[src/design/capt_defs.svh]
/*
  Widths and round count of the capture target.
  CAPT_ROUNDS must stay in 2..15 to fit the 4-bit round counter.
*/
`ifndef CAPT_DEFS_SVH
`define CAPT_DEFS_SVH

// Operand and result width
`define CAPT_WORD_W 32

// Host byte width, one strobe per byte
`define CAPT_BYTE_W 8

// Number of cipher rounds
// Also busy and trigger length in cycles
`define CAPT_ROUNDS 8

`endif

[src/design/capt_pkg.sv]
/*
  Shared types of the capture target.
  Widths come from capt_defs.svh.
*/
`include "capt_defs.svh"

package capt_pkg;

  // One operand or result word
  typedef logic [`CAPT_WORD_W-1:0] word_t;

  // One host byte
  typedef logic [`CAPT_BYTE_W-1:0] byte_t;

  // Round counter, holds 0..15
  typedef logic [3:0] round_t;

  // Round core FSM
  typedef enum logic {
    IDLE = 1'b0, // Waiting for start
    RUN  = 1'b1  // One round per cycle
  } core_state_e;

endpackage

[src/design/capt_if.sv]
/*
  Operand and status bundle between loader, round core and trigger gate.
  No clock inside, all sampling happens in the blocks.
*/
`timescale 1ns/1ps

interface capt_if;

  import capt_pkg::*;

  // Loader side
  word_t data;   // Data operand, stable while busy
  word_t key;    // Key operand, stable while busy
  logic  start;  // One-cycle pulse

  // Core side
  logic  busy;   // High for CAPT_ROUNDS cycles
  logic  done;   // Pulse in last busy cycle
  word_t result; // Valid with done

  // Byte loader, needs busy to drop go
  modport ldr (
    output data,
    output key,
    output start,
    input  busy
  );

  // Round core
  modport core (
    input  data,
    input  key,
    input  start,
    output busy,
    output done,
    output result
  );

  // Trigger gate, observes only
  modport gate (
    input busy,
    input done,
    input result
  );

endinterface

[src/design/byte_loader.sv]
/*
  Shifts host bytes into key and data, last four strobes form a word.
  go is dropped while the core is busy or start is already pending.
*/
`timescale 1ns/1ps
`include "capt_defs.svh"

module byte_loader (
  input  logic             clk_main_i,
  input  logic             arst_n_i,
  input  capt_pkg::byte_t  byte_i,        // Host byte
  input  logic             byte_stb_i,    // Shift byte_i in
  input  logic             byte_is_key_i, // 1 selects key, 0 selects data
  input  logic             go_i,          // Request one operation
  capt_if.ldr              bus
);

  import capt_pkg::*;

  word_t key_sr;   // Key shift register
  word_t data_sr;  // Data shift register
  word_t key_q;    // Key snapshot for the core
  word_t data_q;   // Data snapshot for the core
  logic  start_q;
  logic  go_ok;

  // Core free and no start in flight
  assign go_ok = go_i & ~bus.busy & ~start_q;

  //////////////////////////////////////////////////////////////////////
  // Byte shift registers
  //////////////////////////////////////////////////////////////////////

  // New byte enters at the low end, older bytes move up
  always_ff @(posedge clk_main_i or negedge arst_n_i) begin
    if (!arst_n_i) begin
      key_sr  <= '0;
      data_sr <= '0;
    end else if (byte_stb_i) begin
      if (byte_is_key_i) begin
        key_sr <= {key_sr[`CAPT_WORD_W-`CAPT_BYTE_W-1:0], byte_i};
      end else begin
        data_sr <= {data_sr[`CAPT_WORD_W-`CAPT_BYTE_W-1:0], byte_i};
      end
    end
  end

  //////////////////////////////////////////////////////////////////////
  // Operand snapshot and start
  //////////////////////////////////////////////////////////////////////

  // Snapshot takes the shift values before a same-cycle strobe
  always_ff @(posedge clk_main_i or negedge arst_n_i) begin
    if (!arst_n_i) begin
      key_q   <= '0;
      data_q  <= '0;
      start_q <= 1'b0;
    end else begin
      start_q <= go_ok; // Cycle 1 after go
      if (go_ok) begin
        key_q  <= key_sr;
        data_q <= data_sr;
      end
    end
  end

  assign bus.key   = key_q;
  assign bus.data  = data_q;
  assign bus.start = start_q;

  // Back-to-back starts would hit the core while it loads
  a_start_single : assert property (
    @(posedge clk_main_i) disable iff (!arst_n_i) start_q |=> !start_q
  );

endmodule

[src/design/capt_target_top.sv]
/*
  Capture target top, single clock domain.
  go to result_valid_o latency is CAPT_ROUNDS+2 cycles.
*/
`timescale 1ns/1ps

module capt_target_top (
  input  logic            clk_main_i,
  input  logic            arst_n_i,
  // Host byte port
  input  capt_pkg::byte_t byte_i,
  input  logic            byte_stb_i,
  input  logic            byte_is_key_i,
  input  logic            go_i,
  // Scope trigger request
  input  logic            trig_req_i,
  // Outputs to capture board
  output logic            trig_o,
  output capt_pkg::word_t result_o,
  output logic            result_valid_o
);

  //////////////////////////////////////////////////////////////////////
  // Internal bundle and blocks
  //////////////////////////////////////////////////////////////////////

  capt_if i_bus ();

  // Host bytes in, operands and start out
  byte_loader i_loader (
    .clk_main_i    (clk_main_i),
    .arst_n_i      (arst_n_i),
    .byte_i        (byte_i),
    .byte_stb_i    (byte_stb_i),
    .byte_is_key_i (byte_is_key_i),
    .go_i          (go_i),
    .bus           (i_bus.ldr)
  );

  // Cipher rounds
  round_core i_core (
    .clk_main_i (clk_main_i),
    .arst_n_i   (arst_n_i),
    .bus        (i_bus.core)
  );

  // Precise trigger and result capture
  trigger_gate i_gate (
    .clk_main_i     (clk_main_i),
    .arst_n_i       (arst_n_i),
    .trig_req_i     (trig_req_i),
    .bus            (i_bus.gate),
    .trig_o         (trig_o),
    .result_o       (result_o),
    .result_valid_o (result_valid_o)
  );

endmodule

[src/design/round_core.sv]
/*
  Toy round cipher, one round per cycle, no real security.
  Takes every start pulse, the loader must hold start off while busy.
*/
`timescale 1ns/1ps
`include "capt_defs.svh"

module round_core (
  input  logic clk_main_i,
  input  logic arst_n_i,
  capt_if.core bus
);

  import capt_pkg::*;

  localparam round_t LastRound = round_t'(`CAPT_ROUNDS);

  // Rotate left by 3, add key, add round number in low bits
  function automatic word_t round_fn(word_t s, word_t k, round_t r);
    word_t rot;
    rot = {s[`CAPT_WORD_W-4:0], s[`CAPT_WORD_W-1:`CAPT_WORD_W-3]};
    return rot ^ k ^ word_t'(r);
  endfunction

  core_state_e state_q;
  round_t      cnt_q;  // Rounds already applied
  word_t       st_q;   // Cipher state

  //////////////////////////////////////////////////////////////////////
  // Round FSM
  //////////////////////////////////////////////////////////////////////

  // Round 1 is applied on the start edge
  // so st_q holds the final state in the last busy cycle
  always_ff @(posedge clk_main_i or negedge arst_n_i) begin
    if (!arst_n_i) begin
      state_q <= IDLE;
      cnt_q   <= '0;
      st_q    <= '0;
    end else begin
      case (state_q)
        IDLE: begin
          if (bus.start) begin
            st_q    <= round_fn(bus.data ^ bus.key, bus.key, round_t'(1));
            cnt_q   <= round_t'(1);
            state_q <= RUN;
          end
        end
        RUN: begin
          if (cnt_q == LastRound) begin
            state_q <= IDLE; // Result shown this cycle
          end else begin
            st_q  <= round_fn(st_q, bus.key, cnt_q + round_t'(1));
            cnt_q <= cnt_q + round_t'(1);
          end
        end
      endcase
    end
  end

  //////////////////////////////////////////////////////////////////////
  // Status outputs
  //////////////////////////////////////////////////////////////////////

  assign bus.busy   = (state_q == RUN);
  assign bus.done   = (state_q == RUN) && (cnt_q == LastRound); // Last busy cycle
  assign bus.result = st_q;

  // Loader gating keeps start away from a running core
  a_no_start_busy : assert property (
    @(posedge clk_main_i) disable iff (!arst_n_i) bus.start |-> !bus.busy
  );

endmodule

[src/design/trigger_gate.sv]
/*
  Scope trigger qualified by busy, one cycle behind the core.
  result_o holds until the next done.
*/
`timescale 1ns/1ps

module trigger_gate (
  input  logic            clk_main_i,
  input  logic            arst_n_i,
  input  logic            trig_req_i,     // Host trigger request
  capt_if.gate            bus,
  output logic            trig_o,         // To capture scope
  output capt_pkg::word_t result_o,
  output logic            result_valid_o  // One-cycle pulse
);

  import capt_pkg::*;

  logic  trig_q;
  logic  valid_q;
  word_t result_q;

  //////////////////////////////////////////////////////////////////////
  // Trigger and result registers
  //////////////////////////////////////////////////////////////////////

  // Request forwarded only while the cipher computes
  always_ff @(posedge clk_main_i or negedge arst_n_i) begin
    if (!arst_n_i) begin
      trig_q   <= 1'b0;
      valid_q  <= 1'b0;
      result_q <= '0;
    end else begin
      trig_q  <= bus.busy & trig_req_i;
      valid_q <= bus.done;
      if (bus.done) begin
        result_q <= bus.result; // Kept until next done
      end
    end
  end

  assign trig_o         = trig_q;
  assign result_o       = result_q;
  assign result_valid_o = valid_q;

  // One done per operation from the core
  a_valid_single : assert property (
    @(posedge clk_main_i) disable iff (!arst_n_i) result_valid_o |=> !result_valid_o
  );

endmodule

[config.mk]
export PLATFORM = sky130hd
export DESIGN_NAME = capt_target_top
export DESIGN_NICKNAME = d
export VERILOG_FILES = /design/src/design/capt_pkg.sv /design/src/design/capt_if.sv /design/src/design/byte_loader.sv /design/src/design/capt_target_top.sv /design/src/design/round_core.sv /design/src/design/trigger_gate.sv
export VERILOG_INCLUDE_DIRS = /design/src /design/src/design
export SDC_FILE = /design/constraint.sdc
export NUM_CORES = 1
export LEC_CHECK = 0
export BUFFER_PORTS_ARGS = -buffer_cell sky130_fd_sc_hd__buf_2
export CORE_ASPECT_RATIO = 1.25
export CORE_MARGIN = 5
export CORE_UTILIZATION = 61
export DETAILED_ROUTE_END_ITERATION = 8
export PLACE_DENSITY_LB_ADDON = 0.1
export SLEW_MARGIN = 20
export SYNTH_ARGS = -nofsm -noshare
export SYNTH_HDL_FRONTEND = slang
export SYNTH_SLANG_ARGS = --single-unit
[constraint.sdc]
create_clock -name clk_main_i -period 1.8 [get_ports clk_main_i]
set_input_delay 0.18 -clock clk_main_i [delete_from_list [all_inputs] [get_ports clk_main_i]]
set_output_delay 0.18 -clock clk_main_i [all_outputs]
set_load 0.02 [all_outputs]
### Word level (Yosys, flattened, before mapping)

Index checks and enable logic that the tools add are counted.
W data, S select, Z words.

* register bits after elaboration: 200
* input port bits: 14
* output and inout port bits: 34
* logic and storage cells: 39

* add/sub/neg operators: 1
* equality and inequality tests: 3
* muxes and demuxes: 9
* bitwise logic cells: 11
* reduce and logical (&&, ||, !) cells: 4

Operators with widths (number)
* $xor A32 B32 Y32: 3
* $mux W32: 2
* $pmux W32 S2: 1
* $xor A32 B4 Y32: 1
* $mux W4: 2
* $pmux W4 S2: 1
* $reduce_and A2 Y1: 3
* $add A4 B1 Y4 const B: 1
* $eq A4 B4 Y1 const B: 1
* $ne A2 B2 Y1 const B: 2
* $not A1 Y1: 4
* $and A1 B1 Y1: 3
* $mux W1: 2
* $pmux W1 S2: 1
* $logic_and A1 B1 Y1: 1

### Depth between registers and ports, before layout

Gate-level depths: netlist of the first run.

* word-level depth: 5
* gate-level depth with buffers: 8
* mapped depth without buffers: 7

### Modules after synthesis

Synthesis of the first run repeated with hierarchy kept, for this count alone.

* cell total of the unflattened synthesis: 614
* area total of the unflattened synthesis: 8638.3 um2

By module, submodules not included
* byte_loader: times used 1, cells an instance 274, area each 4803.4 um2, sequential area each 3228.1 um2
* round_core: times used 1, cells an instance 269, area each 2433.6 um2, sequential area each 925.9 um2
* trigger_gate: times used 1, cells an instance 71, area each 1401.3 um2, sequential area each 850.8 um2

### Least setup slack after synthesis of the first run

Ideal clock, no wire load.

* path kind: register to register
* start: reg i_core.cnt_q[0]
* end: reg i_core.st_q[3], in the netlist i_core.bus.result[3]
* setup time: 126 ps
* data arrival time: 1505 ps
* setup slack: 169 ps
* cell stages (with the launch flop): 8
* path buffers: 1
* period minus slack after synthesis: 1631 ps
* cells stage by stage: dfrtp_1 > inv_1 > ha_1 > nand4b_4 > o21ai_0 > buf_2 > o32ai_1 > a221o_1

* word-level cells in the longest chain between the ends: 4
* elaborated cells between the ends (all ways): 7

Ends and longest elaborated chain
* start, declared: RTL line round_core.sv:26 `round_t cnt_q;`
* start signal, assigned: RTL line round_core.sv:45 `cnt_q <= round_t'(1);`
* start signal, assigned: RTL line round_core.sv:54 `cnt_q <= cnt_q + round_t'(1);`
* $add A4 B1 Y4: RTL line round_core.sv:53 `st_q <= round_fn(st_q, bus.key, cnt_q + round_t'(1));`
* $xor A32 B4 Y32: RTL line round_core.sv:22 `return rot ^ k ^ word_t'(r);`
* $mux W32: RTL line round_core.sv:50 `if (cnt_q == LastRound) begin`
* $pmux W32 S2: RTL line round_core.sv:41 `case (state_q)`
* end signal, assigned: RTL line round_core.sv:44 `st_q <= round_fn(bus.data ^ bus.key, bus.key, round_t'(1));`
* end signal, assigned: RTL line round_core.sv:53
* end, declared: RTL line round_core.sv:27 `word_t st_q;`

Several ways; a longest one is shown, not always the timed one. The select of a mux whose other input is x is not followed.
A chain may end at the register's enable or synchronous reset.

### Worst setup path in the final report of the first run

* start: reg i_core.state_q, in the netlist i_core.bus.busy
* end: reg i_core.st_q[12], in the netlist i_core.bus.result[12]

* word-level cells in the longest chain between the ends: 3
* elaborated cells between the ends (all ways): 5

Ends and longest elaborated chain
* start, declared: RTL line round_core.sv:25 `core_state_e state_q;`
* start signal, assigned: RTL line round_core.sv:37 `state_q <= IDLE;`
* start signal, assigned: RTL line round_core.sv:46 `state_q <= RUN;`
* start signal, assigned: RTL line round_core.sv:51 `state_q <= IDLE;`
* $not A1 Y1
* $ne A2 B2 Y1 (no source line)
* $reduce_and A2 Y1 (no source line)

Several ways; a longest one is shown, not always the timed one.

==> results.cfg, run 1 <==
[timing]
holdWs_ns = 0.0237
setup_viol = 0
period_share_pct = 88.7
setup_ws_ns = 0.203
worst-slew-pin-transition_ns = 0.350
slew_headroom_pct = 76.4
tns_ns = 0
hold_violations = 0
max_freq_mhz = 626
skew_ns = 0.0107
rsz0062_at_grt = false
timing.final.max_slew_violations = 0
min_period_ns = 1.60

[grt]
antenna_found_initial = 0
overflow = 0
grt_max_degree = 68
grt_pass1_wl_um = 27800
grt_pass1_vias = 5178
grt_usage_pct = 21.9

[final_layout]
multi_input_comb_area_um2 = 3340
regArea_um2 = 5010
num_antenna_cells = 0
nNetsFinal = 757
final_core_util_pct = 70.3
drive_gt1_share_pct = 29.7
area_growth_syn_to_layout_pct = 13.6
nFillCells = 1004

[clock_network]
cts_tree = yes
clkSinkCount = 200
cts_buffers = 17
cts_resized = 0
post_cts_buffers = 0
cts_buffer_depth = 2
clk_latency_ns = 0.43
path_clk_slew_ns = 0.06
cts_max_level = 4
root_buffer = clkbuf_16

[drt]
first_pass_iters = 4
ant_nets = 0
via_per_inst = 5.43
route.vias.total = 5029
wl_um = 16600
drt_iter0_markers = 232
wl_per_cell_um = 17.9
drc = 0

[logic_synthesis]
synth_cell_types = 29
syn_area_um2 = 8550
ys.flop_type = dfrtp_1
postSynthCellCount = 680
synth_edf_count = 0
yosysTopAreaCellShare_pct = 58.5
synth-seq-cells = 200
synthTopCellsByArea = dfrtp_1 (59%), mux2_2 (10%), mux2_4 (8.6%), nand2_1 (6.9%), xnor2_1 (6.8%)
async_reset_ff_share_pct = 100
syn-mean-instance-area_um2 = 12.6
yosysSeqAreaShare_pct = 58.5
yosys_warnings = 0
synth_area_leader_cell = dfrtp_1
syn_nets = 696

[hold_path]
hp-class = in2reg

[job]
cap_violations = 0

[critical_path]
start_kind = flip-flop
arrival_ns = 1.89
path_max_fanout = 67
ff2ff_setup_slack_ns = 0.20
cp-end-kind = flip-flop
required_ns = 2.10
path_class = reg2reg

[placement]
gp_congestion = 0.806
hpwl_um = 11600
portBuffers = 47
pre_cts_slack_ns = 0.215

[die]
die-height_um = 142
ios = 48
start_util_pct = 61.9
die_w_um = 116
dieArea_um2 = 16500
coreArea_um2 = 13800
fp-row-count = 48

[power_and_ir_drop]
leakage_nw = 4.46
p_per_area_nw_per_um2 = 1960
vdd_drop_max_v = 0.00141

[status]
status = completed
metrics by stage:
step	power [mW]	std cells	instance area, um2
global route	20.3	926	9720
finish	19.0	926	9720
CTS	19.2	925	9710
detailed placement	15.6	888	9100
floorplan	13.5	680	8550
global placement	15.3	888	9100
cell families (layout without fill, tap and decap cells):
family,after synthesis,in the layout,share of synthesized area (%)
xor gates and xnor gates,71,71,7.27
buffers and inverters,40,111,2.56
DFF,200,200,58.5
muxes,131,131,19.4
AOI/OAI and AO/OA,68,68,4.17
adders and majority gates,2,2,0.293
and+or+nand+nor,168,168,7.83
what timing repair did:
action	4_1_cts	5_1_grt
endpoints found under the setup margin	0	0
hold buffers	8	1
hold endpoints to repair	41	1
state kept, by name (all words and copies together) (netlist names), 4 cells and up:
register           count
i_loader.key_sr       32
i_gate.result_o       32
i_core.bus.result     32
i_loader.bus.key      32
i_loader.bus.data     32
i_core.cnt_q           4
i_loader.data_sr      32
synthesized netlist by cell type, types with 2 or more instances:
master / n
dfrtp_1: 200
nand2_1: 158
mux2_2: 78
xnor2_1: 66
o21ai_0: 59
mux2_4: 49
buf_2: 13
clkbuf_1: 11
buf_6: 7
inv_1: 5
xor2_1: 5
o21ai_1: 4
buf_1: 3
mux2i_1: 3
ha_1: 2
nand3_1: 2
nor2_1: 2
nor2b_1: 2
worst paths after layout:
path                                          start                    end  cells after the start
worst max-delay path                i_core.bus.busy  i_core.bus.result[12]                      5
worst min-delay path                      byte_i[5]    i_loader.data_sr[5]                      2
worst max register to register      i_core.bus.busy  i_core.bus.result[12]                      5
worst min register to register  i_gate.result_o[22]    i_gate.result_o[22]                      2
max in group asynchronous                  arst_n_i   i_loader.data_sr[24]                      3
min in group asynchronous                  arst_n_i    i_gate.result_o[21]                      2
placed cells by master, fill, tap and decap left out, types with 2 or more instances in the layout:
master and count:
nand3_1 2, xor2_1 5, o21ai_1 4, mux2i_1 3, inv_1 5, buf_12 9, dlygate4sd3_1 9, ha_1 2
nor2_1 2, clkbuf_8 4, mux2_4 49, buf_2 46, nand2_1 158, mux2_2 78, clkbuf_16 17, dfrtp_1 199
xnor2_1 66, clkbuf_1 5, buf_4 11, clkinv_2 3, o21ai_0 58
per-layer routing:
metal	global-route usage, %	routed length (um)
met1	30.6	7640
met2	34.7	8080
met3	4.38	532
met4	6.78	308
met5	0	0
critical path, stage by stage, from the launching register on:
cell and delay (ns):
dfrtp_2 0.39, buf_12 0.28, nand4b_4 0.18, o21ai_4 0.13
buf_4 0.32, o21ai_0 0.14
final cells by class:
type | count | area share (%)
flip-flops and latches | 200 | 51.5
multi-input cells | 440 | 34.4
repair buffers | 76 | 6.14
clock buffers | 25 | 5.00
well taps | 175 | 2.25
clock inverters | 4 | 0.464
inverters | 6 | 0.232
power by group:
group          total [mW]  switching, mW  internal (mW)
clock                3.51           1.52           1.99
sequential           8.22           1.74           6.49
combinational        7.28           3.37           3.92
No activity file was read; power rests on OpenSTA's default activity.
==> run 2: changes to the inputs <==
==> constraint.sdc (replaced) <==
create_clock -name clk_main_i -period 1.8 [get_ports clk_main_i]
set_input_delay 0.09 -clock clk_main_i [delete_from_list [all_inputs] [get_ports clk_main_i]]
set_output_delay 0.09 -clock clk_main_i [all_outputs]
set_load 0.02 [all_outputs]
==> run 2 against run 1 <==
  * Count of clock-buffer cells in the layout down 7
  * Die area unchanged
  * Maximum frequency up 0.10%
  * Critical path type unchanged
  * Largest power group unchanged
==> results.cfg, run 2 (same netlist as run 1, synthesis figures left out) <==
[clock_network]
cts_max_level = 4
post_cts_buffers = 0
clkSinkCount = 200
cts_resized = 0
path_clk_slew_ns = 0.07
cts_tree = yes
cts_buffers = 17
holdBufCountCts = 10
cts_buffer_depth = 2
root_buffer = clkbuf_16
clk_latency_ns = 0.43

[timing]
min_period_ns = 1.60
rsz0062_at_grt = false
skew_ns = 0.00932
slew_headroom_pct = 75.3
setup_viol = 0
max_freq_mhz = 627
timing.final.max_slew_violations = 0
worst-slew-pin-transition_ns = 0.370
tns_ns = 0
hold_violations = 0
period_share_pct = 88.6

[critical_path]
path_cells = nor2_1, and2_4, buf_12, mux2_2
worst-path-buf-inv = 1
cp-end-kind = flip-flop
arrival_ns = 1.91
cp_top_family = flip-flops
slowest_delay_ns = 0.42
required_ns = 2.11
path_max_fanout = 31
start_kind = flip-flop
crit_path_top_delay_cell = dfrtp_2
path_class = reg2reg

[drt]
route.vias.total = 4983
ant_nets = 0
wl_per_cell_um = 17.7
wl_um = 16400
drt_iter0_markers = 338
first_pass_iters = 4
via_per_inst = 5.37
drc = 0

[power_and_ir_drop]
p_seq_share_pct = 42.7
intPower_mw = 12.3
combPwrFrac_pct = 37.6
vdd_drop_max_v = 0.00100
swShare_pct = 35.8
clockPowerShare_pct = 19.7
leakage_nw = 4.48
p_switching_mw = 6.89
p_per_area_nw_per_um2 = 1970

[die]
die_w_um = 116
start_util_pct = 61.9
ios = 48
die-height_um = 142
fp-row-count = 48
coreArea_um2 = 13800
dieArea_um2 = 16500

[grt]
grt_usage_pct = 21.5
grt_pass1_wl_um = 27300
grt_pass1_vias = 5131
antenna_found_initial = 0
overflow = 0
grt_max_degree = 68

[placement]
gp_congestion = 0.822
portBuffers = 47
dpl_cell_area_um2 = 9070
hpwl_um = 11400

[final_layout]
nNetsFinal = 756
nFillCells = 1009
layout_common_cells = dfrtp_1 (199), nand2_1 (158), mux2_2 (78)
drive_gt1_share_pct = 30.3
fin_area_um2 = 9760
layout_commonest_cell = dfrtp_1
num_antenna_cells = 0
area_growth_syn_to_layout_pct = 14.1

[status]
status = completed

[job]
cap_violations = 0

[hold_path]
hp-class = in2reg
-- run 2: layout make-up --
type / instances / area (um2) / share of cell area (%)
Sequential cell: 200 / 5010 / 51.3
Multi-Input combinational cell: 440 / 3340 / 34.3
Timing Repair Buffer: 75 / 579 / 5.94
Clock buffer: 18 / 429 / 4.40
Tap cell: 175 / 219 / 2.24
Clock inverter: 14 / 158 / 1.62
Inverter: 6 / 22.5 / 0.231
-- run 2: path summary, 6_finish.rpt --
| kind | from | slack [ns] | cells after the start | end |
|---|---|---|---|---|
| max | i_core.bus.busy | 0.20 | 4 | i_loader.bus.key[5] |
| max reg2reg | i_core.bus.busy | 0.20 | 4 | i_loader.bus.key[5] |
| min reg2reg | i_gate.result_o[25] | 0.47 | 2 | i_gate.result_o[25] |
| min | go_i | 0.02 | 2 | i_loader.bus.start |
| min in group asynchronous | arst_n_i | 0.15 | 2 | i_gate.result_o[24] |
| max in group asynchronous | arst_n_i | 1.00 | 3 | i_loader.data_sr[2] |
-- run 2: stage by stage --
| stage | hold slack (ns) | utilization, % | cells | setup WS, ns | total power, mW |
|---|---|---|---|---|---|
| final | 0.0239 | 70.6 | 928 | 0.205 | 19.2 |
| after global routing | 0.0121 | 70.6 | 928 | 0.0742 | 20.5 |
| after CTS | 0.00796 | 70.6 | 928 | 0.217 | 19.4 |
| after detailed placement | 0.0495 | 65.7 | 886 | 0.233 | 15.6 |
| after global placement | 0.0475 | 65.7 | 886 | 0.232 | 15.3 |
| after floorplan | -0.206 | - | 680 | 0.169 | 13.5 |
-- run 2: per-layer routing --
layer	routed length, um	part of all wire (%)	GRT usage (%)	up-vias
met5	0	0	0	-
met4	187	1.1	5.62	0
met3	852	5.2	4.00	15
met2	8060	49	35.1	100
met1	7320	45	30.0	2483
li1	-	-	-	2385
-- run 2: power groups by stage --
stage	Sequential [mW]	Clock (mW)	Combinational [mW]
floorplan	8.11	0	5.35
global placement	8.21	0	7.04
detailed placement	8.31	0	7.26
CTS	8.23	3.86	7.33
global route	8.46	4.03	7.98
finish	8.22	3.79	7.23
